$ cat src/common/rs_enc_pkg.sv
`default_nettype none

package rs_enc_pkg;

    localparam int MSG_BYTES    = 168;
    localparam int PARITY_BYTES = 32;
    localparam int CODE_BYTES   = 200;

    localparam logic [8:0] GF_POLY  = 9'h11D;
    localparam logic [7:0] GF_ALPHA = 8'h02;

    typedef logic [7:0] byte_t;

    // Byte k sits at bits 8k+7:8k
    typedef logic [MSG_BYTES-1:0][7:0]  msg_block_t;
    typedef logic [CODE_BYTES-1:0][7:0] codeword_t;

    typedef enum logic [1:0] {
        PH_NONE   = 2'd0,
        PH_MSG    = 2'd1,
        PH_PARITY = 2'd2
    } beat_phase_e;

    typedef enum logic [1:0] {
        LD_IDLE   = 2'd0,
        LD_MSG    = 2'd1,
        LD_PARITY = 2'd2,
        LD_DRAIN  = 2'd3
    } loader_state_e;

    typedef struct packed {
        beat_phase_e phase;
        byte_t       data;  // Zero during parity phase
        logic        last;  // 200th beat of the block
    } enc_beat_t;

    typedef struct packed {
        logic  valid;
        logic  last;
        byte_t data;
    } code_beat_t;

    localparam enc_beat_t IDLE_BEAT = '{phase: PH_NONE, data: 8'h00, last: 1'b0};

    // Shift-and-add multiply, reducing by the field polynomial
    function automatic byte_t gf_mul(byte_t a, byte_t b);
        byte_t prod;
        byte_t sh;
        prod = '0;
        sh   = a;
        for (int i = 0; i < 8; i++) begin
            if (b[i])
                prod ^= sh;
            sh = sh[7] ? ((sh << 1) ^ GF_POLY[7:0]) : (sh << 1);
        end
        return prod;
    endfunction

    // Coefficient idx of prod (x + alpha^j), j = 0..31
    function automatic byte_t rs_gen_coef(int unsigned idx);
        byte_t g [0:PARITY_BYTES];
        byte_t root;
        for (int k = 0; k <= PARITY_BYTES; k++)
            g[k] = '0;
        g[0] = 8'h01;
        root = 8'h01;
        for (int j = 0; j < PARITY_BYTES; j++) begin
            for (int k = PARITY_BYTES; k > 0; k--)
                g[k] = g[k-1] ^ gf_mul(g[k], root);
            g[0] = gf_mul(g[0], root);
            root = gf_mul(root, GF_ALPHA);
        end
        return g[idx];
    endfunction

endpackage

`default_nettype wire

$ cat src/source/rs_block_loader.sv
`default_nettype none

module rs_block_loader (
    input  logic                   clk,
    input  logic                   rst_n,
    input  logic                   clrn,
    input  logic                   encode_en,
    input  rs_enc_pkg::msg_block_t datain,
    output rs_enc_pkg::enc_beat_t  beat,
    output logic                   ready
);
    import rs_enc_pkg::*;

    loader_state_e state;
    msg_block_t    hold;
    logic [7:0]    cnt;   // Beat number within the block
    logic          accept;

    assign accept = encode_en && ready;

    always_ff @(posedge clk or negedge rst_n) begin
        if (!rst_n) begin
            state <= LD_IDLE;
            hold  <= '0;
            cnt   <= '0;
            beat  <= IDLE_BEAT;
            ready <= 1'b1;
        end else if (!clrn) begin
            state <= LD_IDLE;
            hold  <= '0;
            cnt   <= '0;
            beat  <= IDLE_BEAT;
            ready <= 1'b1;
        end else begin
            case (state)
                LD_IDLE: begin
                    beat <= IDLE_BEAT;
                    if (accept) begin
                        hold  <= datain;
                        cnt   <= '0;
                        ready <= 1'b0;
                        state <= LD_MSG;
                    end
                end

                LD_MSG: begin
                    // Byte 0 goes first, then the block shifts down
                    beat.phase <= PH_MSG;
                    beat.data  <= hold[0];
                    beat.last  <= 1'b0;
                    hold       <= {8'h00, hold[MSG_BYTES-1:1]};
                    cnt        <= cnt + 8'd1;
                    if (cnt == 8'(MSG_BYTES - 1))
                        state <= LD_PARITY;
                end

                LD_PARITY: begin
                    beat.phase <= PH_PARITY;
                    beat.data  <= 8'h00;
                    beat.last  <= (cnt == 8'(CODE_BYTES - 1));
                    if (cnt == 8'(CODE_BYTES - 1)) begin
                        cnt   <= '0;
                        state <= LD_DRAIN;
                    end else begin
                        cnt <= cnt + 8'd1;
                    end
                end

                LD_DRAIN: begin
                    // Last beat is in the assembler now
                    beat  <= IDLE_BEAT;
                    ready <= 1'b1;
                    state <= LD_IDLE;
                end

                default: begin
                    beat  <= IDLE_BEAT;
                    ready <= 1'b1;
                    state <= LD_IDLE;
                end
            endcase
        end
    end

endmodule

`default_nettype wire

$ cat config.mk
export PLATFORM = sky130hd
export DESIGN_NAME = rs_block_loader
export DESIGN_NICKNAME = d
export VERILOG_FILES = /design/src/common/rs_enc_pkg.sv /design/src/source/rs_block_loader.sv
export SDC_FILE = /design/constraint.sdc
export NUM_CORES = 2
export LEC_CHECK = 0
export BUFFER_PORTS_ARGS = -buffer_cell sky130_fd_sc_hd__buf_2
export CAP_MARGIN = 20
export CORE_AREA = 5 5 528 530
export CTS_CLUSTER_SIZE = 20
export DETAILED_ROUTE_END_ITERATION = 16
export DIE_AREA = 0 0 533 535
export GPL_ROUTABILITY_DRIVEN = 0
export SLEW_MARGIN = 20
export SYNTH_ARGS = -nofsm -noshare
export SYNTH_HDL_FRONTEND = slang
export SYNTH_SLANG_ARGS = --single-unit
$ cat constraint.sdc
create_clock -name clk -period 3.6 [get_ports clk]
set_input_delay 0.36 -clock clk [delete_from_list [all_inputs] [get_ports clk]]
set_output_delay 0.36 -clock clk [all_outputs]
set_load 0.01 [all_outputs]
==> impl_summary.log <==
INFO  metric cellPowerDensity = approximately 630 nW/um^2
INFO  metric grt_overflow_total = 0
INFO  metric path_delay_family = buffers and inverters
INFO  metric placed_cells = around 12,000
INFO  metric yosys-top-cells-area = sky130_fd_sc_hd__dfrtp_1 49%, sky130_fd_sc_hd__mux2_2 22%, sky130_fd_sc_hd__nand2_1 15%
INFO  metric maximum_number_of_pins_on_one_net_before_global_route_repair = 170
INFO  metric total_via_count_in_the_routed_design = 63,800
INFO  metric timing.final.setup_violations = 0
INFO  metric io_pins = around 1,400
INFO  metric die_area = 285,000 sq um
INFO  metric final_cells = between 10,000 and 15,000
INFO  metric most_used_standard_cell_by_instance_count_after_synthesis = sky130_fd_sc_hd__nand2_1
INFO  metric final_net_count = roughly 11,000
INFO  metric place_hpwl = 180,000 um
INFO  metric routed_via_density = 4.67
INFO  metric top_cell_type_s_share_of_synthesized_area = 0.492
INFO  metric synth_top_cell_by_area = sky130_fd_sc_hd__dfrtp_1
INFO  metric core.rowCount = ~190
INFO  metric wl_per_cell = between 15 and 20 um
INFO  metric post-route-drc-count = 0
INFO  metric gr-usage-all-layers = 0.179
INFO  metric area_growth_syn_to_layout = 43.0%
INFO  metric clk_pin_slew = ~0.06 ns
INFO  metric tightestPinTransition = about 1 ns
INFO  metric cap_violations = 0
INFO  metric grt_first_pass_wirelength = between 400,000 and 500,000 um
INFO  metric cts_max_path_buffers = 4
INFO  metric slew_violations = 0
INFO  metric crit_path_end_kind = register
INFO  metric crit_path_max_incr_delay = approximately 0.59 ns
INFO  metric cts-resized-gates = 0
INFO  metric post_synth.cell_area_avg = between 9 and 10 sq um
INFO  metric critical_path_required = between 4 and 5 ns
INFO  metric worstPathCellList = inv_1, ha_1, nand3_1, nand3_4, buf_12, buf_12, nand3_1, dlygate4sd3_1, nand2_1
INFO  metric h_tree_level_count = 4
INFO  metric cts_tree = built
INFO  metric fraction_of_layout_cells_with_a_size_suffix_above_1 = 0.315
INFO  metric die-width = about 530 um
INFO  metric unique_cell_type_count_in_the_yosys_netlist = 39
INFO  metric synth_nets = slightly below 9,000
INFO  metric count_of_flip_flops_with_a_built_in_enable_after_synthesis = 0
INFO  metric routed_wl = ~270,000 um
INFO  metric critical_path.startpoint_type = register
INFO  metric vdd_ir_drop_max = ~0.42 mV
INFO  metric synth_seq_area_share = 0.492
INFO  metric root_buffer = sky130_fd_sc_hd__clkbuf_16
INFO  metric worst-setup-path-type = reg2reg
INFO  metric postSynthRegisterBits = between 1,000 and 1,500
INFO  metric critical_path_buffers_and_inverters = 4
INFO  metric postSynth.asyncResetShare = 1.00
INFO  metric crit_path_top_delay_cell = sky130_fd_sc_hd__dlygate4sd3_1
INFO  metric hold_removal_path_class = in2async
INFO  metric fmaxAchievable = about 350 MHz
INFO  metric fin_crit = just under 3 ns
INFO  metric chipHeight = 535 um
INFO  metric syn_area = 69,400 sq um
INFO  metric postSynthCellCount = ~7,400
INFO  metric outcome = completed
INFO  metric yosys_most_used_dff = sky130_fd_sc_hd__dfrtp_1
INFO  metric grt_setup_unrepaired = false
INFO  metric numCtsBuffers = around 160
INFO  metric detailedRoute.firstIterationViolations = around 4,500
INFO  metric post-route-period-util = 0.800
INFO  metric portBuffers = 1,359
INFO  metric worst-endpoint-arrival = between 3 and 4 ns
INFO  metric core_region_area = 273,000 sq um
INFO  metric grt_antenna_before_repair = roughly 110
INFO  metric fin_setup_tns = 0 ns
INFO  metric synth.top_cells.by_count = 2,683 x sky130_fd_sc_hd__nand2_1, 1,365 x sky130_fd_sc_hd__dfrtp_1, 1,341 x sky130_fd_sc_hd__nand3_1, 1,336 x sky130_fd_sc_hd__mux2_2, 385 x sky130_fd_sc_hd__buf_2
INFO  metric drt_pass1_iterations = 7
INFO  metric clk_latency = 0.82 ns
INFO  metric clock-skew-final = between 0.06 and 0.07 ns
INFO  metric cp_max_fo = approximately 100
INFO  metric start_util = 0.254
INFO  metric slew_headroom = 0.324
INFO  metric numClockSinks = between 1,000 and 1,500
INFO  metric number_of_global_route_vias_before_repair = ~66,000
INFO  metric leak_pwr = approximately 0.049 uW
INFO  metric ant_nets = 0
INFO  metric hold_violations = 0
INFO  metric yosysWarningCount = 0
[what timing repair did]
action | 4_1_cts | 5_1_grt
hold buffers | 1324 | 0
setup endpoints to repair | 0 | 0
setup buffers | 0 | 0
hold endpoints to repair | 1457 | 0
[flip-flops by register name, summed over array words and instances (netlist names)]
register,flops
state,2
ready,1
beat,11
cnt,8
hold,1344
[through the flow]
step | cell area, sq um | hold WS, ns | total power [uW] | utilization | worst slack, ns
2_1_floorplan | 69400 | 0.0644 | 37700 | - | 1.73
3_3_place_gp | 80200 | 0.336 | 43700 | 0.294 | 0.801
3_5_place_dp | 80200 | 0.327 | 44000 | 0.294 | 0.733
4_1_cts | 99000 | 0.00124 | 62900 | 0.363 | 0.687
5_1_grt | 99200 | 0.0189 | 66100 | 0.364 | 0.519
6_report | 99300 | 0.0588 | 62500 | 0.364 | 0.719
[logic make-up after synthesis]
logic type	after synthesis	synth area share
muxes	1336	0.217
and+or+nand+nor	4062	0.245
adders and majority gates	7	0.00126
DFF	1366	0.492
AOI/OAI and AO/OA	34	0.00346
buffers and inverters	601	0.0407
xor gates and xnor gates	1	0.000126
[where the power goes]
| part | total, uW | internal (uW) | switching [uW] |
|---|---|---|---|
| registers | 23100 | 20200 | 2880 |
| clock network | 17400 | 10300 | 7080 |
| logic | 22100 | 10300 | 11700 |
[placed cells by master (no fill, tap or decap), types with 2 or more instances in the layout]
master | Yosys | layout
sky130_fd_sc_hd__nand2_1 | 2683 | 2683
sky130_fd_sc_hd__dfrtp_1 | 1365 | 1365
sky130_fd_sc_hd__buf_2 | 385 | 1357
sky130_fd_sc_hd__nand3_1 | 1341 | 1340
sky130_fd_sc_hd__mux2_2 | 1336 | 1336
sky130_fd_sc_hd__dlygate4sd3_1 | 0 | 1324
sky130_fd_sc_hd__clkbuf_16 | 0 | 165
sky130_fd_sc_hd__diode_2 | 0 | 111
sky130_fd_sc_hd__buf_4 | 23 | 111
sky130_fd_sc_hd__buf_12 | 0 | 70
sky130_fd_sc_hd__clkbuf_8 | 0 | 35
sky130_fd_sc_hd__clkbuf_1 | 179 | 29
sky130_fd_sc_hd__clkinv_2 | 0 | 23
sky130_fd_sc_hd__bufinv_16 | 0 | 15
sky130_fd_sc_hd__and3_1 | 11 | 10
sky130_fd_sc_hd__a22o_1 | 9 | 9
sky130_fd_sc_hd__o21ai_0 | 8 | 8
sky130_fd_sc_hd__nor2_1 | 7 | 7
sky130_fd_sc_hd__ha_1 | 7 | 6
sky130_fd_sc_hd__inv_6 | 0 | 5
sky130_fd_sc_hd__clkinv_8 | 0 | 5
sky130_fd_sc_hd__clkinvlp_4 | 0 | 5
sky130_fd_sc_hd__a21oi_1 | 4 | 4
sky130_fd_sc_hd__inv_1 | 3 | 3
sky130_fd_sc_hd__clkinv_16 | 0 | 3
sky130_fd_sc_hd__clkinv_4 | 0 | 3
sky130_fd_sc_hd__and2_1 | 2 | 2
sky130_fd_sc_hd__nand4_1 | 2 | 2
sky130_fd_sc_hd__nand2b_1 | 2 | 2
sky130_fd_sc_hd__o211ai_1 | 2 | 2
sky130_fd_sc_hd__o21a_1 | 2 | 2
sky130_fd_sc_hd__o31ai_1 | 2 | 2
sky130_fd_sc_hd__or4_1 | 2 | 2
sky130_fd_sc_hd__nand4bb_1 | 2 | 2
sky130_fd_sc_hd__nor4b_1 | 2 | 2
sky130_fd_sc_hd__nor3b_1 | 2 | 2
sky130_fd_sc_hd__o311ai_0 | 2 | 2
[final timing paths]
path,from,to,slack [ns],depth (start not counted)
min in group clk,datain[581],hold[581],0.07,4
max,state[1],hold[187],0.72,9
max in group asynchronous,rst_n,hold[137],2.23,3
min,rst_n,hold[1214],0.06,2
min reg2reg,hold[286],hold[286],0.46,2
max reg2reg,state[1],hold[187],0.72,9
[layer usage]
metal | up-vias | global-route usage | wire length [um]
met5 | - | 0 | 155
met4 | 24 | 0.0806 | 13100
met3 | 671 | 0.0360 | 17900
met2 | 2529 | 0.298 | 127000
met1 | 30900 | 0.224 | 109000
li1 | 29700 | - | -
[final cells by class]
class,instances,area (sq um)
Clock buffer,229,4720
Fill cell,26700,174000
Tap cell,3589,4490
Inverter,3,11.3
Multi-Input combinational cell,5440,32400
Sequential cell,1366,34200
Timing Repair Buffer,2863,22300
Clock inverter,60,865
Antenna cell,111,278
Note: power is estimated with default switching activity, not from simulation.
