File: src/common/rs_enc_pkg.sv
`default_nettype none

package rs_enc_pkg;

    localparam int MSG_BYTES    = 168;
    localparam int PARITY_BYTES = 32;
    localparam int CODE_BYTES   = 200;

    localparam logic [8:0] GF_POLY  = 9'h11D;
    localparam logic [7:0] GF_ALPHA = 8'h02;

    typedef logic [7:0] byte_t;

    // Byte k sits at bits 8k+7:8k
    typedef logic [MSG_BYTES-1:0][7:0]  msg_block_t;
    typedef logic [CODE_BYTES-1:0][7:0] codeword_t;

    typedef enum logic [1:0] {
        PH_NONE   = 2'd0,
        PH_MSG    = 2'd1,
        PH_PARITY = 2'd2
    } beat_phase_e;

    typedef enum logic [1:0] {
        LD_IDLE   = 2'd0,
        LD_MSG    = 2'd1,
        LD_PARITY = 2'd2,
        LD_DRAIN  = 2'd3
    } loader_state_e;

    typedef struct packed {
        beat_phase_e phase;
        byte_t       data;  // Zero during parity phase
        logic        last;  // 200th beat of the block
    } enc_beat_t;

    typedef struct packed {
        logic  valid;
        logic  last;
        byte_t data;
    } code_beat_t;

    localparam enc_beat_t IDLE_BEAT = '{phase: PH_NONE, data: 8'h00, last: 1'b0};

    // Shift-and-add multiply, reducing by the field polynomial
    function automatic byte_t gf_mul(byte_t a, byte_t b);
        byte_t prod;
        byte_t sh;
        prod = '0;
        sh   = a;
        for (int i = 0; i < 8; i++) begin
            if (b[i])
                prod ^= sh;
            sh = sh[7] ? ((sh << 1) ^ GF_POLY[7:0]) : (sh << 1);
        end
        return prod;
    endfunction

    // Coefficient idx of prod (x + alpha^j), j = 0..31
    function automatic byte_t rs_gen_coef(int unsigned idx);
        byte_t g [0:PARITY_BYTES];
        byte_t root;
        for (int k = 0; k <= PARITY_BYTES; k++)
            g[k] = '0;
        g[0] = 8'h01;
        root = 8'h01;
        for (int j = 0; j < PARITY_BYTES; j++) begin
            for (int k = PARITY_BYTES; k > 0; k--)
                g[k] = g[k-1] ^ gf_mul(g[k], root);
            g[0] = gf_mul(g[0], root);
            root = gf_mul(root, GF_ALPHA);
        end
        return g[idx];
    endfunction

endpackage

`default_nettype wire

File: src/rs_parity/rs_parity_lfsr.sv
`default_nettype none

module rs_parity_lfsr (
    input  logic                   clk,
    input  logic                   rst_n,
    input  logic                   clrn,
    input  rs_enc_pkg::enc_beat_t  beat,
    output rs_enc_pkg::code_beat_t code
);
    import rs_enc_pkg::*;

    byte_t par [PARITY_BYTES];  // par[31] holds the highest-degree term
    byte_t tap [PARITY_BYTES];
    byte_t fb;

    assign fb = beat.data ^ par[PARITY_BYTES-1];

    // Constant multipliers, one per generator coefficient
    for (genvar i = 0; i < PARITY_BYTES; i++) begin : g_tap
        assign tap[i] = gf_mul(fb, rs_gen_coef(i));
    end

    always_ff @(posedge clk or negedge rst_n) begin
        if (!rst_n) begin
            par <= '{default: 8'h00};
        end else if (!clrn) begin
            par <= '{default: 8'h00};
        end else begin
            case (beat.phase)
                PH_MSG: begin
                    par[0] <= tap[0];
                    for (int i = 1; i < PARITY_BYTES; i++)
                        par[i] <= par[i-1] ^ tap[i];
                end

                PH_PARITY: begin
                    // Shift remainder out, zeros fill from the bottom
                    par[0] <= 8'h00;
                    for (int i = 1; i < PARITY_BYTES; i++)
                        par[i] <= par[i-1];
                end

                default: ;
            endcase
        end
    end

    // Output follows the incoming beat, the assembler registers it
    always_comb begin
        case (beat.phase)
            PH_MSG: begin
                code.valid = 1'b1;
                code.last  = beat.last;
                code.data  = beat.data;
            end

            PH_PARITY: begin
                code.valid = 1'b1;
                code.last  = beat.last;
                code.data  = par[PARITY_BYTES-1];
            end

            default: begin
                code.valid = 1'b0;
                code.last  = 1'b0;
                code.data  = 8'h00;
            end
        endcase
    end

endmodule

`default_nettype wire

File: config.mk
export PLATFORM = sky130hd
export DESIGN_NAME = rs_parity_lfsr
export DESIGN_NICKNAME = d
export VERILOG_FILES = /design/src/common/rs_enc_pkg.sv /design/src/rs_parity/rs_parity_lfsr.sv
export SDC_FILE = /design/constraint.sdc
export NUM_CORES = 1
export LEC_CHECK = 0
export ABC_AREA = 1
export BUFFER_PORTS_ARGS = -buffer_cell sky130_fd_sc_hd__buf_4
export CELL_PAD_IN_SITES_DETAIL_PLACEMENT = 1
export CELL_PAD_IN_SITES_GLOBAL_PLACEMENT = 2
export CORE_ASPECT_RATIO = 1.25
export CORE_UTILIZATION = 37
export DETAILED_ROUTE_END_ITERATION = 8
export PLACE_DENSITY_LB_ADDON = 0.1
export SYNTH_ARGS = -nofsm -noshare
export SYNTH_HDL_FRONTEND = slang
export SYNTH_SLANG_ARGS = --single-unit
File: constraint.sdc
create_clock -name clk -period 3.1 [get_ports clk]
set_clock_uncertainty 0.15 [all_clocks]
set_input_delay 0.465 -clock clk [delete_from_list [all_inputs] [get_ports clk]]
set_output_delay 0.465 -clock clk [all_outputs]
set_load 0.01 [all_outputs]
==> impl_metrics.tcl, run 1 <==
set metrics [dict create \
    outcome "completed" \
    rrSetupSlack_ps 220 \
    die_h_um 230 \
    clock_path_buffers 3 \
    fp.dieArea_um2 42300 \
    hold_violations 0 \
    period_minus_slack_ps 2880 \
    setup_viol_count_final 0 \
    io_pins 24 \
    placed_cells 2750 \
    drv_cap 0 \
    cts.sinks 256 \
    drt_iter0_drc 922 \
    wirelength_um 64700 \
    worstSetupPathType "reg2reg" \
    synth_top_cell_by_area "dfrtp_1" \
    clockRootBuffer "clkbuf_16" \
    reg.largest.list "par: 256 flops" \
    synthDominantCellAreaShare 0.417 \
    drtAntennaViolNets 0 \
    worstSetupEndpointType "flop" \
    powerDensity_nw_per_um2 1070 \
    post-cts-setup-buffers 0 \
    maxSlewHeadroom 0.480 \
    overflow 0 \
    layout.cells.non_filler 2807 \
    drive_gt1_frac 0.129 \
    grt_pass1_wl_um 98300 \
    clock_latency_ps 600 \
    ys_seq_area_frac 0.417 \
    syn2layout_area_growth_pct 17.3 \
    yosys-top-cells-count "597 x nand2_1, 271 x inv_1, 264 x o21ai_0" \
    placed_cell_area_um2 16900 \
    core_area_um2 41000 \
    setup_ws_ps 218 \
    grt_max_degree 91 \
    drc_errors 0 \
    vias 15100 \
    rsz0062_at_grt "no" \
    synth_nets 2148 \
    yosysWarningCount 0 \
    worstPathArrival_ps 3190 \
    synth_cell_types 44 \
    track_usage 0.315 \
    min_from "clrn" \
    tns_ps 0 \
    hold-path-endpoint "par[148]" \
    maxSlewViolCount 0 \
    syn_avg_cell_area_um2 7.21 \
    start_util 0.375 \
    avgRoutedWirePerCell_um 23.1 \
    fp.dieW_um 184 \
    synth_area_um2 15400 \
    ys_ff_latch 256 \
    post-synth-top-count-cell "nand2_1" \
    regMostFlops "par" \
    worst-path-max-fanout 6 \
    synthCells 2132 \
    vdd_drop_max_mv 0.520 \
    viasPerCell 5.39 \
    ff2ff_path_depth 12 \
    antenna_found_initial 1 \
    holdPathStages 3 \
    cts_tree "done" \
    nets 2247 \
    dpl.hpwl_um 47800 \
    cp.required_ps 3400 \
    synthFlopType "dfrtp_1" \
    timing.rr.end "par[58]" \
    place_congestion 0.945 \
    rr_startpoint "par[2]" \
    rows 83 \
    htreeDepth 1 \
    path_clk_slew_ps 60 \
    drtPass1Iterations 5 \
    cts_buffers 30 \
    async_reset_ff_frac 1.00 \
    post-route-period-util 0.930 \
    place_ws_ps -183 \
    final_cell_area_um2 18000 \
    largest_register_ffs 256 \
    synth_area_leaders "dfrtp_1 42%, nand2_1 15%, o21ai_0 8.6%, inv_1 6.6%, nand3_1 4.1%" \
    grt_pass1_vias 15600 \
    synth_edf_count 0 \
    p_leak_nw 8.69 \
    max_freq_mhz 347 \
    tightest_slew_ps 780 \
    startpoint_type "flop" \
    worst_hold_slack_ps 109 \
    hold_class "in2reg" \
    antenna_cells 0 \
    numPortBuffers 23 \
]
[cell type report]
cell class                 instances  area (µm²)
multi-input combinational       1501        7450
timing repair buffer             160        1350
clock buffer                      42         876
fill                            5143       23000
inverter                         282        1070
sequential                       256        6410
clock inverter                    14         188
tap                              552         691
[metal layers]
| metal | GRT usage | up-vias | part of all wire |
|---|---|---|---|
| met5 | 0 | - | 0 |
| met4 | 0.169 | 0 | 0.059 |
| met3 | 0.0277 | 129 | 0.034 |
| met2 | 0.509 | 328 | 0.46 |
| met1 | 0.415 | 7595 | 0.44 |
| li1 | - | 7088 | - |
[where the power goes]
part	total [mW]	internal (mW)	switching, mW
clock	3.85	2.30	1.56
sequential	4.73	4.21	0.523
combinational	10.7	3.31	7.38
[cell families after synthesis]
family / after synthesis / synth area share
buf+inv: 375 / 0.101
compound gates: 514 / 0.180
xor+xnor: 68 / 0.0485
flops: 256 / 0.417
simple gates: 917 / 0.252
fa+ha+maj: 2 / 0.00163
[worst max-delay path by stage]
stage,start,to,cells past startpoint
3_5_place_dp,beat[8],par[7],12
4_1_cts,par[2],par[239],13
2_1_floorplan,beat[9],code[0],8
5_1_grt,par[7],par[68],16
3_3_place_gp,beat[6],par[7],13
6_report,par[2],par[58],12
[placed cells by master, fill, tap and decap left out, types with 3 or more instances in the layout]
cell type  instances
nand3b_1           3
o21ai_0          262
nand4_1            9
dfrtp_1          256
o21ai_1           19
nand2_2           26
bufinv_16          4
xor2_2             3
a21oi_1          115
nor2_2             5
buf_4            147
inv_1            269
clkbuf_8           8
xor2_4             5
a32o_1             9
xor2_1            49
o22ai_1           99
nor2_1           114
nand2_4           12
buf_12            11
nand3_1          125
clkbuf_1           4
clkinv_2          10
clkbuf_16         30
nor2_4             3
inv_2              9
o21bai_1           3
nor3_1            15
nand2_1          596
xnor2_1            8
or2_2              3
[critical path: stages, from the launching register on]
cell and delay, ps:
dfrtp_1 420, inv_2 90, nand2_1 60, nand2_2 270, nand2_1 120, nand2_1 260, buf_4 200, xor2_1 390
nor2_1 70, nor3_1 280, a21oi_1 100, o21ai_0 150, o21ai_0 170
[what timing repair did]
| action | 4_1_cts | 5_1_grt |
|---|---|---|
| gates resized for setup | 1 | 5 |
| endpoints found under the setup margin | 1 | 4 |
| endpoints found under the hold margin | 81 | 0 |
| hold buffers | 1 | 0 |
[per-stage QoR]
step,total power [mW],utilization
after floorplan,10.6,-
final,19.3,0.439
after global routing,20.5,0.439
after CTS,19.3,0.439
after detailed placement,15.3,0.413
after global placement,15.0,0.413
(Power assumes the default switching activity.)
==> run 2: changes to the inputs <==
--- a/config.mk
+++ b/config.mk
@@ -5,12 +5,11 @@
 export SDC_FILE = /design/constraint.sdc
 export NUM_CORES = 1
 export LEC_CHECK = 0
-export ABC_AREA = 1
 export BUFFER_PORTS_ARGS = -buffer_cell sky130_fd_sc_hd__buf_4
 export CELL_PAD_IN_SITES_DETAIL_PLACEMENT = 1
 export CELL_PAD_IN_SITES_GLOBAL_PLACEMENT = 2
 export CORE_ASPECT_RATIO = 1.25
-export CORE_UTILIZATION = 37
+export CORE_UTILIZATION = 40
 export DETAILED_ROUTE_END_ITERATION = 8
 export PLACE_DENSITY_LB_ADDON = 0.1
 export SYNTH_ARGS = -nofsm -noshare
==> impl_metrics.tcl, run 2 <==
set metrics [dict create \
    io_pins 24 \
    final_common_cell "xnor2_1" \
    rrSetupSlack_ps 210 \
    vias 12600 \
    post-cts-setup-buffers 0 \
    period_minus_slack_ps 2890 \
    clock_power_share 0.154 \
    grt_pass1_vias 12900 \
    synth_cell_types 38 \
    avgRoutedWirePerCell_um 23.9 \
    startpoint_type "flop" \
    place_congestion 0.862 \
    clock_latency_ps 580 \
    cts.sinks 256 \
    clockRootBuffer "clkbuf_16" \
    syn2layout_area_growth_pct 16.4 \
    synth_top_cell_by_area "dfrtp_1" \
    regMostFlops "par" \
    dpl.hpwl_um 37200 \
    rsz0062_at_grt "no" \
    cts_buffers 30 \
    synthAdderAreaFrac 0.00164 \
    switchingPower_mw 10.7 \
    synth-compound-area-share 0.156 \
    path_cells "xnor2_2, buf_12, xnor3_1, xor3_1, xnor2_1, nor2_2, xnor2_1, o21ai_1" \
    reg.largest.list "par: 256 flops" \
    antenna_found_initial 1 \
    crit_family "XOR/XNOR gates" \
    syn_avg_cell_area_um2 9.00 \
    track_usage 0.287 \
    synthCells 1693 \
    viasPerCell 5.56 \
    final_cell_area_um2 17700 \
    drv_cap 0 \
    drc_errors 0 \
    die_h_um 220 \
    synth-simple-area-share 0.117 \
    synth_area_um2 15200 \
    wirelength_um 54100 \
    grt_max_degree 92 \
    hold_class "in2async" \
    fillerInstances 4350 \
    synthMuxAreaShare 0.0598 \
    maxSlewViolCount 0 \
    async_reset_ff_frac 1.00 \
    seq_power_share 0.224 \
    p_leak_nw 7.27 \
    p_sw_frac 0.453 \
    path_clk_slew_ps 60 \
    drive_gt1_frac 0.123 \
    tns_ps 0 \
    ys_ff_latch 256 \
    worst-path-stages 8 \
    timing.rr.end "par[176]" \
    grt_pass1_wl_um 83300 \
    post-synth-top-count-cell "xnor2_1" \
    hold_violations 0 \
    maxSlewHeadroom 0.339 \
    core_area_um2 37400 \
    nets 1768 \
    synth_nets 1709 \
    setup_viol_count_final 0 \
    synth_area_leaders "dfrtp_1 42%, xnor2_1 16%, nor2_1 6.4%, mux2i_1 6.0%, o21ai_0 4.3%" \
    fp.dieArea_um2 38900 \
    worstSetupPathType "reg2reg" \
    vdd_drop_max_mv 0.603 \
    worstPathArrival_ps 3180 \
    clock_path_buffers 3 \
    synthDominantCellAreaShare 0.420 \
    drtAntennaViolNets 0 \
    fp.dieW_um 177 \
    critical_path_buf_inv_count 1 \
    ff2ff_path_depth 8 \
    drt_iter0_drc 779 \
    max_freq_mhz 346 \
    internal_power_mw 13.0 \
    synth_edf_count 0 \
    synth_top_family_by_area "XOR/XNOR gates" \
    worst_hold_slack_ps 251 \
    drtPass1Iterations 5 \
    start_util 0.408 \
    powerDensity_nw_per_um2 1340 \
    synth_xor_area_frac 0.194 \
    yosysWarningCount 0 \
    most-common-layout-cells "276 x xnor2_1, 258 x nor2_1, 256 x dfrtp_1" \
    outcome "completed" \
    numPortBuffers 23 \
    worst-path-max-fanout 16 \
    combPwrFrac 0.622 \
    tightest_slew_ps 984 \
    yosys-top-cells-count "280 x xnor2_1, 259 x nor2_1, 256 x dfrtp_1" \
    crit_path_frequent_cell "xnor2_1" \
    antenna_cells 0 \
    placed_cell_area_um2 16700 \
    post-route-period-util 0.933 \
    cpMaxStageDelayCell "xnor3_1" \
    cp.required_ps 3390 \
    overflow 0 \
    htreeDepth 1 \
    cts_tree "done" \
    ys_seq_area_frac 0.420 \
    worstSetupEndpointType "flop" \
    rr_startpoint "par[3]" \
    largest_register_ffs 256 \
    rows 79 \
    synthFlopType "dfrtp_1" \
    cp_slowest_stage_delay_ps 520 \
]
run 2: cell count changes in the layout (fill, tap and decap cells not counted), moves of 32 or more:
cell     previous run  this run
a22oi_1             1        33
nand2_1           596       128
o22a_1              0        65
o21ai_0           262       129
nor2_1            114       258
nand3_1           125         5
o22ai_1            99        20
xor2_1             49         2
mux2i_1             0        91
inv_1             269        90
xnor2_1             8       276
run 2: how the worst max path moves through the flow:
stage          startpoint       end  slack (ps)
2_1_floorplan    beat[10]   code[7]         320
3_3_place_gp      beat[8]  par[223]          30
3_5_place_dp      beat[6]  par[103]          40
4_1_cts            par[5]  par[103]         110
5_1_grt            par[3]  par[176]          90
6_report           par[3]  par[176]         210
run 2: repair_timing:
item	in CTS	in global routing
hold buffers	1	0
resized for setup	0	1
setup endpoints to repair	0	1
endpoints found under the hold margin	44	0
run 2: cell type report:
type | instances | area (µm²) | share of cell area
timing repair buffer | 140 | 1250 | 0.0704
tap | 486 | 608 | 0.0343
multi-input combinational | 1233 | 8140 | 0.459
sequential | 256 | 6410 | 0.361
clock inverter | 3 | 40.0 | 0.00226
clock buffer | 52 | 955 | 0.0538
inverter | 91 | 343 | 0.0193
run 2: power groups by stage:
stage / Sequential [mW] / Clock, mW / Combinational (mW)
after floorplan: 4.98 / 0 / 9.67
after global placement: 5.33 / 0 / 14.5
after detailed placement: 5.36 / 0 / 14.7
after CTS: 5.32 / 3.71 / 14.8
after global routing: 5.43 / 3.82 / 15.9
final: 5.32 / 3.64 / 14.8
run 2: stage by stage:
stage / util / power [mW] / cells / setup WS (ps)
after CTS: 0.475 / 23.8 / 2261 / 112
after floorplan: - / 14.7 / 1693 / 320
final: 0.475 / 23.7 / 2261 / 209
after detailed placement: 0.448 / 20.1 / 2205 / 40.7
after global routing: 0.475 / 25.2 / 2261 / 89.9
after global placement: 0.448 / 19.8 / 2205 / 34.3
run 2: metal layers:
layer	share of wire	up-vias	GRT usage
met5	0	-	0
met4	0.029	0	0.0871
met3	0.030	79	0.0218
met2	0.48	219	0.477
met1	0.46	6547	0.398
li1	-	5730	-
run 2: cells by family (layout without fill, tap and decap cells):
| kind of cell | count (synthesis) | after routing |
|---|---|---|
| muxes | 91 | 91 |
| DFF | 256 | 256 |
| AOI/OAI and AO/OA | 387 | 387 |
| adders and majority gates | 2 | 2 |
| buffers and inverters | 204 | 286 |
| xor gates and xnor gates | 308 | 308 |
| and+or+nand+nor | 445 | 445 |
